<file path="config.mk">
export PLATFORM = sky130hd
export DESIGN_NAME = alu_top
export DESIGN_NICKNAME = d
export VERILOG_FILES = /design/src/alu_pkg.sv /design/src/alu_arith_unit.sv /design/src/alu_ctrl_fsm.sv /design/src/alu_latency_timer.sv /design/src/alu_logic_unit.sv /design/src/alu_mul_unit.sv /design/src/alu_top.sv
export SDC_FILE = /design/constraint.sdc
export NUM_CORES = 1
export LEC_CHECK = 0
export ABC_CLOCK_PERIOD_IN_PS = 5900
export BUFFER_PORTS_ARGS = -buffer_cell sky130_fd_sc_hd__buf_2
export CAP_MARGIN = 25
export CORE_MARGIN = 8
export CORE_UTILIZATION = 40
export CTS_BUF_LIST = sky130_fd_sc_hd__clkbuf_8
export DETAILED_ROUTE_END_ITERATION = 8
export HOLD_SLACK_MARGIN = 0.06
export PLACE_DENSITY = 0.63
export REMOVE_ABC_BUFFERS = 1
export SLEW_MARGIN = 5
export SYNTH_ARGS = -nofsm -noshare
export SYNTH_HDL_FRONTEND = slang
export SYNTH_HIERARCHICAL = 1
export SYNTH_SLANG_ARGS = --single-unit
</file>
<file path="constraint.sdc">
create_clock -name CLK -period 5.9 [get_ports CLK]
set_clock_uncertainty 0.2 [all_clocks]
set_input_delay 0 -clock CLK [delete_from_list [all_inputs] [get_ports CLK]]
set_output_delay 0 -clock CLK [all_outputs]
set_load 0.02 [all_outputs]
</file>
<file path="src/alu_pkg.sv">
// shared ALU command codes, request and flag structs, and the command classifier
package alu_pkg;

    typedef enum logic [3:0] {
        ar_add     = 4'd0,
        ar_sub     = 4'd1,
        ar_add_cin = 4'd2,
        ar_sub_cin = 4'd3,
        ar_inc_a   = 4'd4,
        ar_dec_a   = 4'd5,
        ar_inc_b   = 4'd6,
        ar_dec_b   = 4'd7,
        ar_cmp     = 4'd8,
        ar_mul_inc = 4'd9,
        ar_mul_shl = 4'd10
    } alu_arith_cmd_e; // mode 1 codes

    typedef enum logic [3:0] {
        lg_and    = 4'd0,
        lg_nand   = 4'd1,
        lg_or     = 4'd2,
        lg_nor    = 4'd3,
        lg_xor    = 4'd4,
        lg_xnor   = 4'd5,
        lg_not_a  = 4'd6,
        lg_not_b  = 4'd7,
        lg_shr1_a = 4'd8,
        lg_shl1_a = 4'd9,
        lg_shr1_b = 4'd10,
        lg_shl1_b = 4'd11
    } alu_logic_cmd_e; // mode 0 codes

    typedef struct packed {
        logic       mode;  // 1 arith/mul, 0 logic
        logic [3:0] cmd;
        logic       cin;
        logic [1:0] valid; // bit 0 opa, bit 1 opb
    } alu_ctrl_t;

    typedef struct packed {
        logic cout;
        logic oflow;
        logic g;
        logic e;
        logic l;
        logic err;
    } alu_flags_t;

    typedef enum logic [1:0] {
        cls_arith,
        cls_mul,
        cls_logic,
        cls_invalid
    } alu_class_e;

    // unknown code or a valid mask other than the needed operands gives invalid
    function automatic alu_class_e classify(alu_ctrl_t c);
        logic [1:0] need;
        alu_class_e cls;
        need = 2'b11; // most commands use both operands
        cls  = cls_invalid;
        if (c.mode) begin
            case (c.cmd)
                ar_add, ar_sub, ar_add_cin, ar_sub_cin, ar_cmp: cls = cls_arith;
                ar_mul_inc, ar_mul_shl: cls = cls_mul;
                ar_inc_a, ar_dec_a: begin
                    cls  = cls_arith;
                    need = 2'b01;
                end
                ar_inc_b, ar_dec_b: begin
                    cls  = cls_arith;
                    need = 2'b10;
                end
                default: cls = cls_invalid;
            endcase
        end else begin
            case (c.cmd)
                lg_and, lg_nand, lg_or, lg_nor, lg_xor, lg_xnor: cls = cls_logic;
                lg_not_a, lg_shr1_a, lg_shl1_a: begin
                    cls  = cls_logic;
                    need = 2'b01;
                end
                lg_not_b, lg_shr1_b, lg_shl1_b: begin
                    cls  = cls_logic;
                    need = 2'b10;
                end
                default: cls = cls_invalid;
            endcase
        end
        if (c.valid != need) begin
            cls = cls_invalid;
        end
        return cls;
    endfunction

endpackage

</file>
<file path="src/alu_arith_unit.sv">
// combinational add, subtract, increment, decrement and compare with their flags
`timescale 1ns/1ns

module alu_arith_unit #(
    parameter int WIDTH = 4
) (
    input  alu_pkg::alu_ctrl_t  ctrl,
    input  logic [WIDTH-1:0]    opa,
    input  logic [WIDTH-1:0]    opb,
    output logic [2*WIDTH:0]    res,
    output alu_pkg::alu_flags_t flags
);
    logic [WIDTH:0] sum; // one bit wider than the operands

    always_comb begin
        sum   = '0;
        flags = '0;
        case (ctrl.cmd)
            alu_pkg::ar_add: begin
                sum        = opa + opb;
                flags.cout = sum[WIDTH];
            end
            alu_pkg::ar_add_cin: begin
                sum        = opa + opb + ctrl.cin;
                flags.cout = sum[WIDTH];
            end
            alu_pkg::ar_sub: begin
                sum         = opa - opb; // wraps in WIDTH+1 bits
                flags.oflow = opa < opb;
            end
            alu_pkg::ar_sub_cin: begin
                sum         = opa - opb - ctrl.cin;
                flags.oflow = (opa < opb) || ((opa == opb) && ctrl.cin);
            end
            alu_pkg::ar_inc_a: begin
                sum        = opa + 1'b1;
                flags.cout = sum[WIDTH];
            end
            alu_pkg::ar_dec_a: begin
                sum         = opa - 1'b1;
                flags.oflow = opa == '0;
            end
            alu_pkg::ar_inc_b: begin
                sum        = opb + 1'b1;
                flags.cout = sum[WIDTH];
            end
            alu_pkg::ar_dec_b: begin
                sum         = opb - 1'b1;
                flags.oflow = opb == '0;
            end
            alu_pkg::ar_cmp: begin // result stays zero
                flags.g = opa > opb;
                flags.e = opa == opb;
                flags.l = opa < opb;
            end
            default: sum = '0;
        endcase
    end

    assign res = {{WIDTH{1'b0}}, sum};

endmodule

</file>
<file path="src/alu_ctrl_fsm.sv">
// request/ack controller that captures a request, times its execution and holds the result
`timescale 1ns/1ns

module alu_ctrl_fsm #(
    parameter int WIDTH      = 4,
    parameter int MUL_STAGES = 2
) (
    input  logic                               CLK,
    input  logic                               RST,
    input  logic                               req,
    output logic                               ack,
    input  alu_pkg::alu_ctrl_t                 ctrl,
    input  logic [WIDTH-1:0]                   opa,
    input  logic [WIDTH-1:0]                   opb,
    output alu_pkg::alu_ctrl_t                 cur_ctrl,
    output logic [WIDTH-1:0]                   cur_opa,
    output logic [WIDTH-1:0]                   cur_opb,
    output logic                               timer_load,
    output logic [$clog2(MUL_STAGES + 1)-1:0]  timer_len,
    input  logic                               expired,
    input  logic [2*WIDTH:0]                   arith_res,
    input  alu_pkg::alu_flags_t                arith_flags,
    input  logic [2*WIDTH:0]                   mul_res,
    input  logic                               mul_oflow,
    input  logic [2*WIDTH:0]                   logic_res,
    output logic [2*WIDTH:0]                   res,
    output alu_pkg::alu_flags_t                flags
);
    localparam int LEN_W = $clog2(MUL_STAGES + 1);

    typedef enum logic [1:0] {st_idle, st_exec, st_ack} state_e;

    state_e              state;
    alu_pkg::alu_class_e req_class;
    alu_pkg::alu_class_e cur_class;
    logic [2*WIDTH:0]    sel_res;
    alu_pkg::alu_flags_t sel_flags;

    assign req_class  = alu_pkg::classify(ctrl);
    assign timer_load = (state == st_idle) && req; // capture edge
    assign timer_len  = (req_class == alu_pkg::cls_mul) ? LEN_W'(MUL_STAGES) : LEN_W'(1);

    always_comb begin
        sel_res   = '0;
        sel_flags = '0;
        case (cur_class)
            alu_pkg::cls_arith: begin
                sel_res   = arith_res;
                sel_flags = arith_flags;
            end
            alu_pkg::cls_mul: begin
                sel_res         = mul_res;
                sel_flags.oflow = mul_oflow;
            end
            alu_pkg::cls_logic: sel_res = logic_res;
            default: sel_flags.err = 1'b1; // zero result, err only
        endcase
    end

    always_ff @(posedge CLK or posedge RST) begin
        if (RST) begin
            state     <= st_idle;
            cur_class <= alu_pkg::cls_invalid;
            cur_ctrl  <= '0;
            ack       <= 1'b0;
            res       <= '0;
            flags     <= '0;
        end else begin
            case (state)
                st_idle: if (req) begin
                    cur_ctrl  <= ctrl;
                    cur_class <= req_class;
                    state     <= st_exec;
                end
                st_exec: if (expired) begin
                    res   <= sel_res;
                    flags <= sel_flags;
                    ack   <= 1'b1;
                    state <= st_ack;
                end
                st_ack: if (!req) begin // requester released
                    ack   <= 1'b0;
                    state <= st_idle;
                end
                default: state <= st_idle;
            endcase
        end
    end

    always_ff @(posedge CLK) begin
        if (timer_load) begin
            cur_opa <= opa;
            cur_opb <= opb;
        end
    end

endmodule

</file>
<file path="src/alu_latency_timer.sv">
// execution latency timer, loaded by the controller at capture and pulsing when done
`timescale 1ns/1ns

module alu_latency_timer #(
    parameter int MAX_LEN = 2
) (
    input  logic                            CLK,
    input  logic                            RST,
    input  logic                            load,
    input  logic [$clog2(MAX_LEN + 1)-1:0]  len,
    output logic                            expired
);
    localparam int LEN_W = $clog2(MAX_LEN + 1);

    logic [LEN_W-1:0] cnt;
    logic             running;

    always_ff @(posedge CLK or posedge RST) begin
        if (RST) begin
            cnt     <= '0;
            running <= 1'b0;
        end else if (load) begin
            cnt     <= len;
            running <= 1'b1;
        end else if (running) begin
            if (cnt == '0) begin
                running <= 1'b0; // single cycle pulse
            end else begin
                cnt <= cnt - 1'b1;
            end
        end
    end

    assign expired = running && (cnt == '0);

endmodule

</file>
<file path="src/alu_logic_unit.sv">
// combinational bitwise operations and single-bit shifts, zero-extended to the result
`timescale 1ns/1ns

module alu_logic_unit #(
    parameter int WIDTH = 4
) (
    input  alu_pkg::alu_ctrl_t ctrl,
    input  logic [WIDTH-1:0]   opa,
    input  logic [WIDTH-1:0]   opb,
    output logic [2*WIDTH:0]   res
);
    logic [WIDTH-1:0] r;

    always_comb begin
        case (ctrl.cmd)
            alu_pkg::lg_and:    r = opa & opb;
            alu_pkg::lg_nand:   r = ~(opa & opb);
            alu_pkg::lg_or:     r = opa | opb;
            alu_pkg::lg_nor:    r = ~(opa | opb);
            alu_pkg::lg_xor:    r = opa ^ opb;
            alu_pkg::lg_xnor:   r = ~(opa ^ opb);
            alu_pkg::lg_not_a:  r = ~opa;
            alu_pkg::lg_not_b:  r = ~opb;
            alu_pkg::lg_shr1_a: r = opa >> 1;
            alu_pkg::lg_shl1_a: r = opa << 1; // top bit dropped
            alu_pkg::lg_shr1_b: r = opb >> 1;
            alu_pkg::lg_shl1_b: r = opb << 1;
            default:            r = '0;
        endcase
    end

    assign res = {{(WIDTH + 1){1'b0}}, r};

endmodule

</file>
<file path="src/alu_mul_unit.sv">
// multiply operand preparation followed by a pipeline of MUL_STAGES product registers
`timescale 1ns/1ns

module alu_mul_unit #(
    parameter int WIDTH      = 4,
    parameter int MUL_STAGES = 2
) (
    input  logic               CLK,
    input  logic               RST,
    input  alu_pkg::alu_ctrl_t ctrl,
    input  logic [WIDTH-1:0]   opa,
    input  logic [WIDTH-1:0]   opb,
    output logic [2*WIDTH:0]   res,
    output logic               oflow
);
    logic [WIDTH:0]                      mul_a;
    logic [WIDTH:0]                      mul_b;
    logic [2*WIDTH:0]                    prod;
    logic [MUL_STAGES-1:0][2*WIDTH:0]    stage_q; // index 0 is the first stage

    always_comb begin
        mul_a = '0;
        mul_b = '0;
        case (ctrl.cmd)
            alu_pkg::ar_mul_inc: begin
                mul_a = opa + 1'b1;
                mul_b = opb + 1'b1;
            end
            alu_pkg::ar_mul_shl: begin
                mul_a = {opa, 1'b0}; // msb of opa kept
                mul_b = {1'b0, opb};
            end
            default: mul_a = '0;
        endcase
        prod = mul_a * mul_b; // fits in 2*WIDTH+1 bits
    end

    always_ff @(posedge CLK or posedge RST) begin
        if (RST) begin
            stage_q <= '0;
        end else begin
            stage_q[0] <= prod;
            for (int i = MUL_STAGES - 1; i > 0; i--) begin
                stage_q[i] <= stage_q[i-1];
            end
        end
    end

    assign res   = stage_q[MUL_STAGES-1];
    assign oflow = res > {{WIDTH{1'b0}}, {(WIDTH + 1){1'b1}}};

endmodule

</file>
<file path="src/alu_top.sv">
// pipelined ALU top level with a four-phase req/ack request interface
`timescale 1ns/1ns

module alu_top #(
    parameter int WIDTH      = 4,
    parameter int MUL_STAGES = 2
) (
    input  logic                CLK,
    input  logic                RST,
    input  logic                req,
    output logic                ack,
    input  alu_pkg::alu_ctrl_t  ctrl,
    input  logic [WIDTH-1:0]    opa,
    input  logic [WIDTH-1:0]    opb,
    output logic [2*WIDTH:0]    res,
    output alu_pkg::alu_flags_t flags
);
    localparam int LEN_W = $clog2(MUL_STAGES + 1);

    alu_pkg::alu_ctrl_t  cur_ctrl;
    logic [WIDTH-1:0]    cur_opa;
    logic [WIDTH-1:0]    cur_opb;
    logic                timer_load;
    logic [LEN_W-1:0]    timer_len;
    logic                expired;
    logic [2*WIDTH:0]    arith_res;
    alu_pkg::alu_flags_t arith_flags;
    logic [2*WIDTH:0]    mul_res;
    logic                mul_oflow;
    logic [2*WIDTH:0]    logic_res;

    alu_ctrl_fsm #(.WIDTH(WIDTH), .MUL_STAGES(MUL_STAGES)) i_ctrl (
        .CLK(CLK), .RST(RST), .req(req), .ack(ack),
        .ctrl(ctrl), .opa(opa), .opb(opb),
        .cur_ctrl(cur_ctrl), .cur_opa(cur_opa), .cur_opb(cur_opb),
        .timer_load(timer_load), .timer_len(timer_len), .expired(expired),
        .arith_res(arith_res), .arith_flags(arith_flags),
        .mul_res(mul_res), .mul_oflow(mul_oflow), .logic_res(logic_res),
        .res(res), .flags(flags)
    );

    alu_latency_timer #(.MAX_LEN(MUL_STAGES)) i_timer (
        .CLK(CLK), .RST(RST), .load(timer_load), .len(timer_len), .expired(expired)
    );

    alu_arith_unit #(.WIDTH(WIDTH)) i_arith (
        .ctrl(cur_ctrl), .opa(cur_opa), .opb(cur_opb), .res(arith_res), .flags(arith_flags)
    );

    alu_mul_unit #(.WIDTH(WIDTH), .MUL_STAGES(MUL_STAGES)) i_mul (
        .CLK(CLK), .RST(RST), .ctrl(cur_ctrl), .opa(cur_opa), .opb(cur_opb),
        .res(mul_res), .oflow(mul_oflow)
    );

    alu_logic_unit #(.WIDTH(WIDTH)) i_logic (
        .ctrl(cur_ctrl), .opa(cur_opa), .opb(cur_opb), .res(logic_res)
    );

endmodule

</file>
# Word level (Yosys, flattened, before mapping)
# Cells that the tools add are included.
[word_totals]
ff_bits = 54
input_bits = 19
out_inout_bits = 16
[op_classes]
n_addsub = 9
n_mul = 1
n_lt_le_gt_ge = 3
eq_ne = 33
muxes = 33
n_bitwise = 8
n_reduce_logical = 26
[op_table]
columns = ["cell", "n"]
rows = [
  ["one-hot mux 4 bit (12 select lines)", 1],
  ["one-hot mux 5 bit (8 select lines)", 1],
  ["equality test 4 x 3 -> 1 bit (second input constant)", 8],
  ["equality test 4 bit (second input constant)", 8],
  ["one-hot mux 9 bit (3 select lines)", 1],
  ["two-way mux 2 bit", 10],
  ["inverter 4 bit", 5],
  ["one-hot mux 5 bit (2 select lines)", 2],
  ["equality test 4 x 2 -> 1 bit (second input constant)", 4],
  ["logical NOT 4 bit", 4],
  ["one-hot mux 2 bit (2 select lines)", 3],
  ["OR reduction 12 bit", 1],
  ["adder 4 x 1 -> 5 bit (second input constant)", 2],
  ["subtractor 4 x 1 -> 5 bit (second input constant)", 2],
  ["> comparator 9 x 5 -> 1 bit (second input constant)", 1],
  ["multiplier 5 x 5 -> 9 bit", 1],
  ["OR reduction 3 bit", 3],
  ["OR reduction 9 bit", 1],
  ["equality test 4 x 1 -> 1 bit (second input constant)", 2],
  ["two-way mux 1 bit", 8],
  ["inequality test 2 bit (second input constant)", 4],
  ["one-hot mux 1 bit (4 select lines)", 2],
  ["equality test 2 x 1 -> 1 bit (second input constant)", 3],
  ["logical NOT 2 bit", 3],
  ["22 further kinds", 33],
]

# Depth between registers and ports, before layout
# Gate-level depths: netlist of run 1.
[logic_depth]
word_depth = 9
depth_mapped = 16
ltp_nobuf = 15

# Hierarchy
# The synthesis of run 1 kept the hierarchy.
[by_module_without_submodules]
columns = ["module", "instances", "cells_each", "area_each_um2", "seq_area_each_um2"]
rows = [
  ["alu_ctrl_fsm", 1, 157, 1641.6, 943.4],
  ["alu_mul_unit", 1, 140, 1443.9, 450.4],
  ["alu_arith_unit", 1, 154, 1133.6, 0.0],
  ["alu_logic_unit", 1, 97, 666.9, 0.0],
  ["alu_latency_timer", 1, 17, 172.7, 75.1],
]

# Worst setup path before layout of run 1
# No wires, ideal clock.
[synth_path]
path_kind = "flip-flop to flip-flop"
start = "register, netlist name i_ctrl/cur_ctrl[3]"
end = "register i_mul/stage_q[8] (netlist name)"
setup_time_ps = 125
arrival_time_ps = 3923
setup_slack_ps = 1652
path_stages_with_launch = 16
cell_sequence = "dfrtp_1 -> and4bb_1 -> buf_6 -> nand2_1 -> nand2_1 -> a21oi_1 -> or2_2 -> fa_1 -> fa_1 -> fa_1 -> inv_1 -> ha_1 -> a21o_1 -> a21oi_1 -> o21ai_0 -> xnor2_1"
[synth_via]
elab_chain_len = 3
elab_cells_between_ends = 5
cone_classes = "1 x mul; 2 x eq/ne; 2 x mux"
[synth_rtl]
columns = ["element", "line_no", "text"]
rows = [
  ["equality test 4 bit", "alu_mul_unit.sv:24", "case (ctrl.cmd)"],
  ["one-hot mux 5 bit (2 select lines)", "alu_mul_unit.sv:24", ""],
  ["multiplier 5 x 5 -> 9 bit *", "alu_mul_unit.sv:35", "prod = mul_a * mul_b;"],
  ["via i_mul.prod[8]", "alu_mul_unit.sv:18", "logic [2*WIDTH:0] prod;"],
  ["end signal: indexed assignment", "alu_mul_unit.sv:44", "stage_q[i] <= stage_q[i-1];"],
  ["end: declaration", "alu_mul_unit.sv:19", "logic [MUL_STAGES-1:0][2*WIDTH:0] stage_q;"],
]
# Mark *: on every way through the listed nets, which the timed path passes. The rest lies on a longest branch.
# A chain may end at the register's enable or synchronous reset.

# Worst setup path after layout of run 1
[layout_path]
start = "register, netlist name i_ctrl/cur_ctrl[4]"
end = "register i_mul/stage_q[8] (netlist name)"
[layout_via]
elab_chain_len = 3
elab_cells_between_ends = 5
cone_classes = "1 x mul; 2 x eq/ne; 2 x mux"
[layout_rtl]
columns = ["element", "line_no"]
rows = [
  ["equality test 4 bit", "alu_mul_unit.sv:24"],
  ["one-hot mux 5 bit (2 select lines)", "alu_mul_unit.sv:24"],
  ["multiplier 5 x 5 -> 9 bit *", "alu_mul_unit.sv:35"],
  ["via i_mul.prod[8]", "alu_mul_unit.sv:18"],
]
# Marks and branches as above.

==> results of run 1 <==
cells in the final DEF (no fill, tap or decap), types with 5 or more instances in the layout:
master / instances
nor3b_1: 6
conb_1: 10
edfxtp_1: 8
nand3_1: 12
nor2b_1: 6
and3_1: 5
o31ai_1: 5
nor3_1: 11
dfrtp_1: 44
a31oi_1: 6
buf_4: 11
inv_1: 44
buf_2: 34
xnor2_1: 22
a21oi_1: 30
o21ai_0: 24
nand2b_1: 6
mux2_2: 5
nor2_1: 42
a22oi_1: 6
ha_1: 46
fa_1: 10
or2_2: 10
nor4b_1: 6
clkbuf_8: 5
dlygate4sd3_1: 20
nand2_1: 48
o22ai_1: 6
mux2i_1: 16
nand3b_1: 7
repair_timing:
action,in CTS,in global routing
buffers inserted,0,0
endpoints found under the hold margin,66,0
hold buffers,20,0
final timing paths:
path	to	startpoint
setup / recovery	i_mul/stage_q[8]	i_ctrl/cur_ctrl[4]
hold / removal	i_ctrl/cur_ctrl[2]	RST
setup reg to reg	i_mul/stage_q[8]	i_ctrl/cur_ctrl[4]
hold reg to reg	i_mul/res[3]	i_mul/stage_q[3]
max in group asynchronous	i_timer/cnt[0]	RST
min in group CLK	i_timer/cnt[0]	ctrl[7]
metal layers:
metal  GRT usage (%)  routed length, um  vias up
met1            18.4               5100     1953
li1                -                  -     2012
met4            4.90                260        0
met2            27.9               5970       89
met5               0                  0        -
met3            1.79                421       19
where the power goes:
part	total, uW	internal [uW]	switching (uW)	leakage (uW)
clock network	219	87.6	132	0.0000491
logic	1270	510	757	0.00184
registers	579	479	99.4	0.000681
sequential cells by signal (all words and copies together) (netlist names), 2 cells and up:
name / count
i_ctrl/cur_opb: 4
i_ctrl/cur_opa: 4
i_mul/res: 9
i_ctrl/cur_class: 2
i_ctrl/cur_ctrl: 5
i_ctrl/state: 2
i_mul/stage_q: 9
i_timer/cnt: 2
i_ctrl/res: 9
i_ctrl/flags: 6
final cells by class:
| cell class | count | area (um^2) | area share [%] |
|---|---|---|---|
| inverter | 45 | 169 | 3.08 |
| multi-input combinational | 422 | 3120 | 56.9 |
| sequential | 54 | 1390 | 25.4 |
| timing repair buffer | 67 | 495 | 9.03 |
| clock buffer | 5 | 68.8 | 1.25 |
| tap | 168 | 210 | 3.83 |
| clock inverter | 3 | 26.3 | 0.479 |
stage by stage:
step,hold slack (ps),power [uW]
2_1_floorplan,-446,1450
3_3_place_gp,-305,1810
3_5_place_dp,-296,1830
4_1_cts,69.8,2070
5_1_grt,125,2250
6_report,87.2,2070
tightest hold or removal path: cells and delay by family:
kind / cells / cell delay, ps
buffers and inverters: 3 / 1090
==> qor.yml, run 1 <==
status: "finished clean"
insertedDiodeCount: 0
dr.pass1.iters: 5
cts_buffer_depth: 2
worst_slack_ps: 1440
placedCellCount: 735
grt_overflow: 0
cts_buffers: 5
final_nets: 670
cts.sinks: 54
worstPathArrival_ps: 4460
die_x_um: 127
maxCapViolCount: 0
power_density_mw_per_mm2: 377
grt_usage_pct: 15.4
fillers: 1147
clk_pin_slew_ps: 100
final_core_util_pct: 45.5
clk-insertion-delay-late_ps: 310
num_rows: 40
relSlewSlack_pct: 52.5
slowest_delay_ps: 540
holdCritPathClass: "input port to async pin"
ant_nets: 0
io_pins: 35
clock.fmax_ghz: 0.224
die_area_mm2: 0.0162
routed_wl_um: 11800
htree_levels: 2
placed_area_mm2: 0.00517
start_util_pct: 41.0
worstSetupStartpointType: "flop"
gp_congestion: 0.921
crit_chain: "and4bb_1 -> nand2_1 -> nand2_1 -> a21oi_1 -> or2_2 -> fa_1 -> fa_1 -> fa_1 -> inv_1 -> ha_1 -> a21o_1 -> a21oi_1 -> o21ai_0 -> xnor2_1"
drc: 0
fin_crit_ps: 4460
cts_tree: "done"
critPathMaxFanout: 9
crit_buf_inv: 1
num_vias: 4073
syn_avg_cell_area_um2: 8.85
final_cell_area_mm2: 0.00548
die_h_um: 127
grt_pass1_wl_um: 20400
hpwl_um: 8890
slowest_stage: "fa_1"
antenna_found_initial: 0
r2r_cells: 14
drt_iter0_drc: 285
postSynthCellCount: 559
irDropWorstVdd_v: 0.000279
path_common_cell: "fa_1"
fin_crit_sh_pct: 75.5
cp_num_cells: 14
worst-setup-path-type: "flop to flop"
avgRoutedWirePerCell_um: 15.4
root_buffer: "clkbuf_8"
end_kind: "flop"
layout.cells.non_filler: 764
synth_warnings: 6
rsz0062_at_grt: "no"
cts_resized: 0
tightest_slew_ps: 711
grt_max_degree: 43
drv_slew: 0
first_global_vias: 4152
viasPerCell: 5.33
drive_gt1_share_pct: 14.6
portBuffers: 34
r2r_setup_slack_ps: 1440
finalHoldViolations: 0
path_delay_family: "adder cells"
area_growth_pct: 10.8
p_leak_uw: 0.00257
synth.cell_area_mm2: 0.00495
place_ws_ps: 1440
finalSetupTns_ps: 0
setup_viol: 0
coreArea_mm2: 0.0121
worstPathRequired_ps: 5900
(Power assumes the default switching activity.)
==> run 2, diff against run 1 <==
Settings changed: ABC_CLOCK_PERIOD_IN_PS 5900 to 4300.
Clock period 5.9 ns to 4.3 ns, I/O delays scaled along.
==> qor.yml, run 2 (synthesis results as in run 1) <==
drive_gt1_share_pct: 16.8
die_area_mm2: 0.0162
grt_pass1_wl_um: 19600
drv_slew: 0
seqCellArea_mm2: 0.00139
internal_power_uw: 1570
final_nets: 682
top_usage_layer: "met2"
avgRoutedWirePerCell_um: 15.3
setup_viol: 0
gp_congestion: 0.873
grt_max_degree: 43
grt_use_met1_pct: 17.6
grt_overflow: 0
hold_slack_ps: 76.4
die_x_um: 127
use_met3_pct: 3.33
min_path_cells: 6
cts_buffers: 5
top_regs: "i_ctrl/res x9, i_mul/res x9, i_mul/stage_q x9"
seq_power_share_pct: 26.9
maxCapViolCount: 0
slowest_delay_ps: 560
cp_num_cells: 13
routed_wl_um: 11900
clk-insertion-delay-late_ps: 330
drc: 0
clk_pin_slew_ps: 100
path_delay_family: "adder cells"
cts_tree: "done"
num_vias: 4125
swShare_pct: 46.3
num_rows: 40
cts.sinks: 54
portBuffers: 34
path_common_cell: "fa_1"
r2r_cells: 13
worst-setup-path-type: "flop to flop"
htree_levels: 2
clockPowerShare_pct: 12.0
coreArea_mm2: 0.0121
crit_buf_inv: 1
root_buffer: "clkbuf_8"
io_pins: 35
tightest_slew_ps: 769
worstSetupStartpointType: "flop"
cts_buffer_depth: 2
fin_crit_ps: 4090
antenna_found_initial: 0
clock.fmax_ghz: 0.245
p_leak_uw: 0.00263
holdCritPathClass: "input port to flop"
worstPathRequired_ps: 4310
multiInputGateArea_mm2: 0.00314
slowest_stage: "fa_1"
start_util_pct: 41.0
status: "finished clean"
final_cell_mix: "48 x nand2_1, 45 x inv_1, 45 x ha_1"
end_kind: "flop"
total_power_uw: 2920
ant_nets: 0
die_h_um: 127
p_sw_uw: 1350
power_density_mw_per_mm2: 520
hpwl_um: 8770
worstPathArrival_ps: 4100
finalHoldViolations: 0
dr.pass1.iters: 4
rsz0062_at_grt: "no"
area_growth_pct: 13.3
drt_iter0_drc: 289
fillers: 1132
crit_chain: "and4bb_4 -> nand2_1 -> o21a_1 -> or2_1 -> fa_1 -> fa_1 -> fa_1 -> inv_1 -> ha_4 -> a21o_1 -> a21oi_2 -> o21ai_0 -> xnor2_1"
layout_commonest_cell: "nand2_1"
p_comb_share_pct: 61.1
irDropWorstVdd_v: 0.000348
first_global_vias: 4049
use_met2_pct: 26.7
fin_crit_sh_pct: 95.1
grt_usage_pct: 15.0
critPathMaxFanout: 6
viasPerCell: 5.32
relSlewSlack_pct: 48.6
insertedDiodeCount: 0
==> run 2: cell count changes in the layout (fill, tap and decap cells not counted), sizes merged <==
| cell | change |
|---|---|
| bufinv | +1 |
| buf | +12 |
| clkinvlp | +1 |
| inv | -1 |
| clkinv | -1 |
==> run 2: metal layers <==
layer | vias to the layer above | routed length (um)
li1 | 2027 | -
met1 | 2000 | 5180
met2 | 86 | 5990
met3 | 12 | 513
met4 | 0 | 189
met5 | - | 0
==> run 2: power by group through the flow <==
stage	logic, uW	registers (uW)	clock network [uW]
2_1_floorplan	1010	978	0
3_3_place_gp	1690	787	0
3_5_place_dp	1710	798	0
4_1_cts	1740	786	370
5_1_grt	1960	807	387
6_report	1780	786	351
==> run 2: through the flow <==
stage,std cells,utilization (%),setup TNS [ps],setup WS (ps),area (um^2)
detailed placement,744,43.5,0,70.1,5240
finish,776,46.5,0,211,5610
CTS,772,46.0,0,37.0,5550
global placement,743,43.2,0,103,5210
global route,776,46.5,0,22.0,5610
floorplan,521,-,-1540,-523,4680
==> run 2: repair_timing <==
action,CTS,global route
hold buffers,20,0
setup buffers,0,3
resized for setup,0,5
setup endpoints to repair,0,3
hold endpoints to repair,66,0
==> run 2: worst register-to-register path, delay by kind of cell, from the launching register on <==
kind | cells | cell delay (ps)
DFF | 1 | 420
and+or+nand+nor | 3 | 730
xor gates and xnor gates | 1 | 130
buffers and inverters | 1 | 70
adders and majority gates | 4 | 1780
AOI/OAI and AO/OA | 4 | 640
==> run 2: area by class of cell <==
type | instances | share of cell area (%)
Tap cell | 168 | 3.75
Sequential cell | 54 | 24.8
Clock buffer | 5 | 1.23
Inverter | 45 | 3.01
Timing Repair Buffer | 79 | 10.4
Multi-Input combinational cell | 422 | 56.0
Clock inverter | 3 | 0.736
==> run 2: final timing paths <==
kind / to / from / slack [ps]
hold / removal: i_timer/cnt[0] / ctrl[7] / 80
hold reg to reg: i_mul/res[3] / i_mul/stage_q[3] / 160
min in group asynchronous: i_mul/stage_q[0] / RST / 130
setup / recovery: i_mul/stage_q[8] / i_ctrl/cur_ctrl[4] / 210
setup reg to reg: i_mul/stage_q[8] / i_ctrl/cur_ctrl[4] / 210
max in group asynchronous: i_ctrl/res[8] / RST / 2770
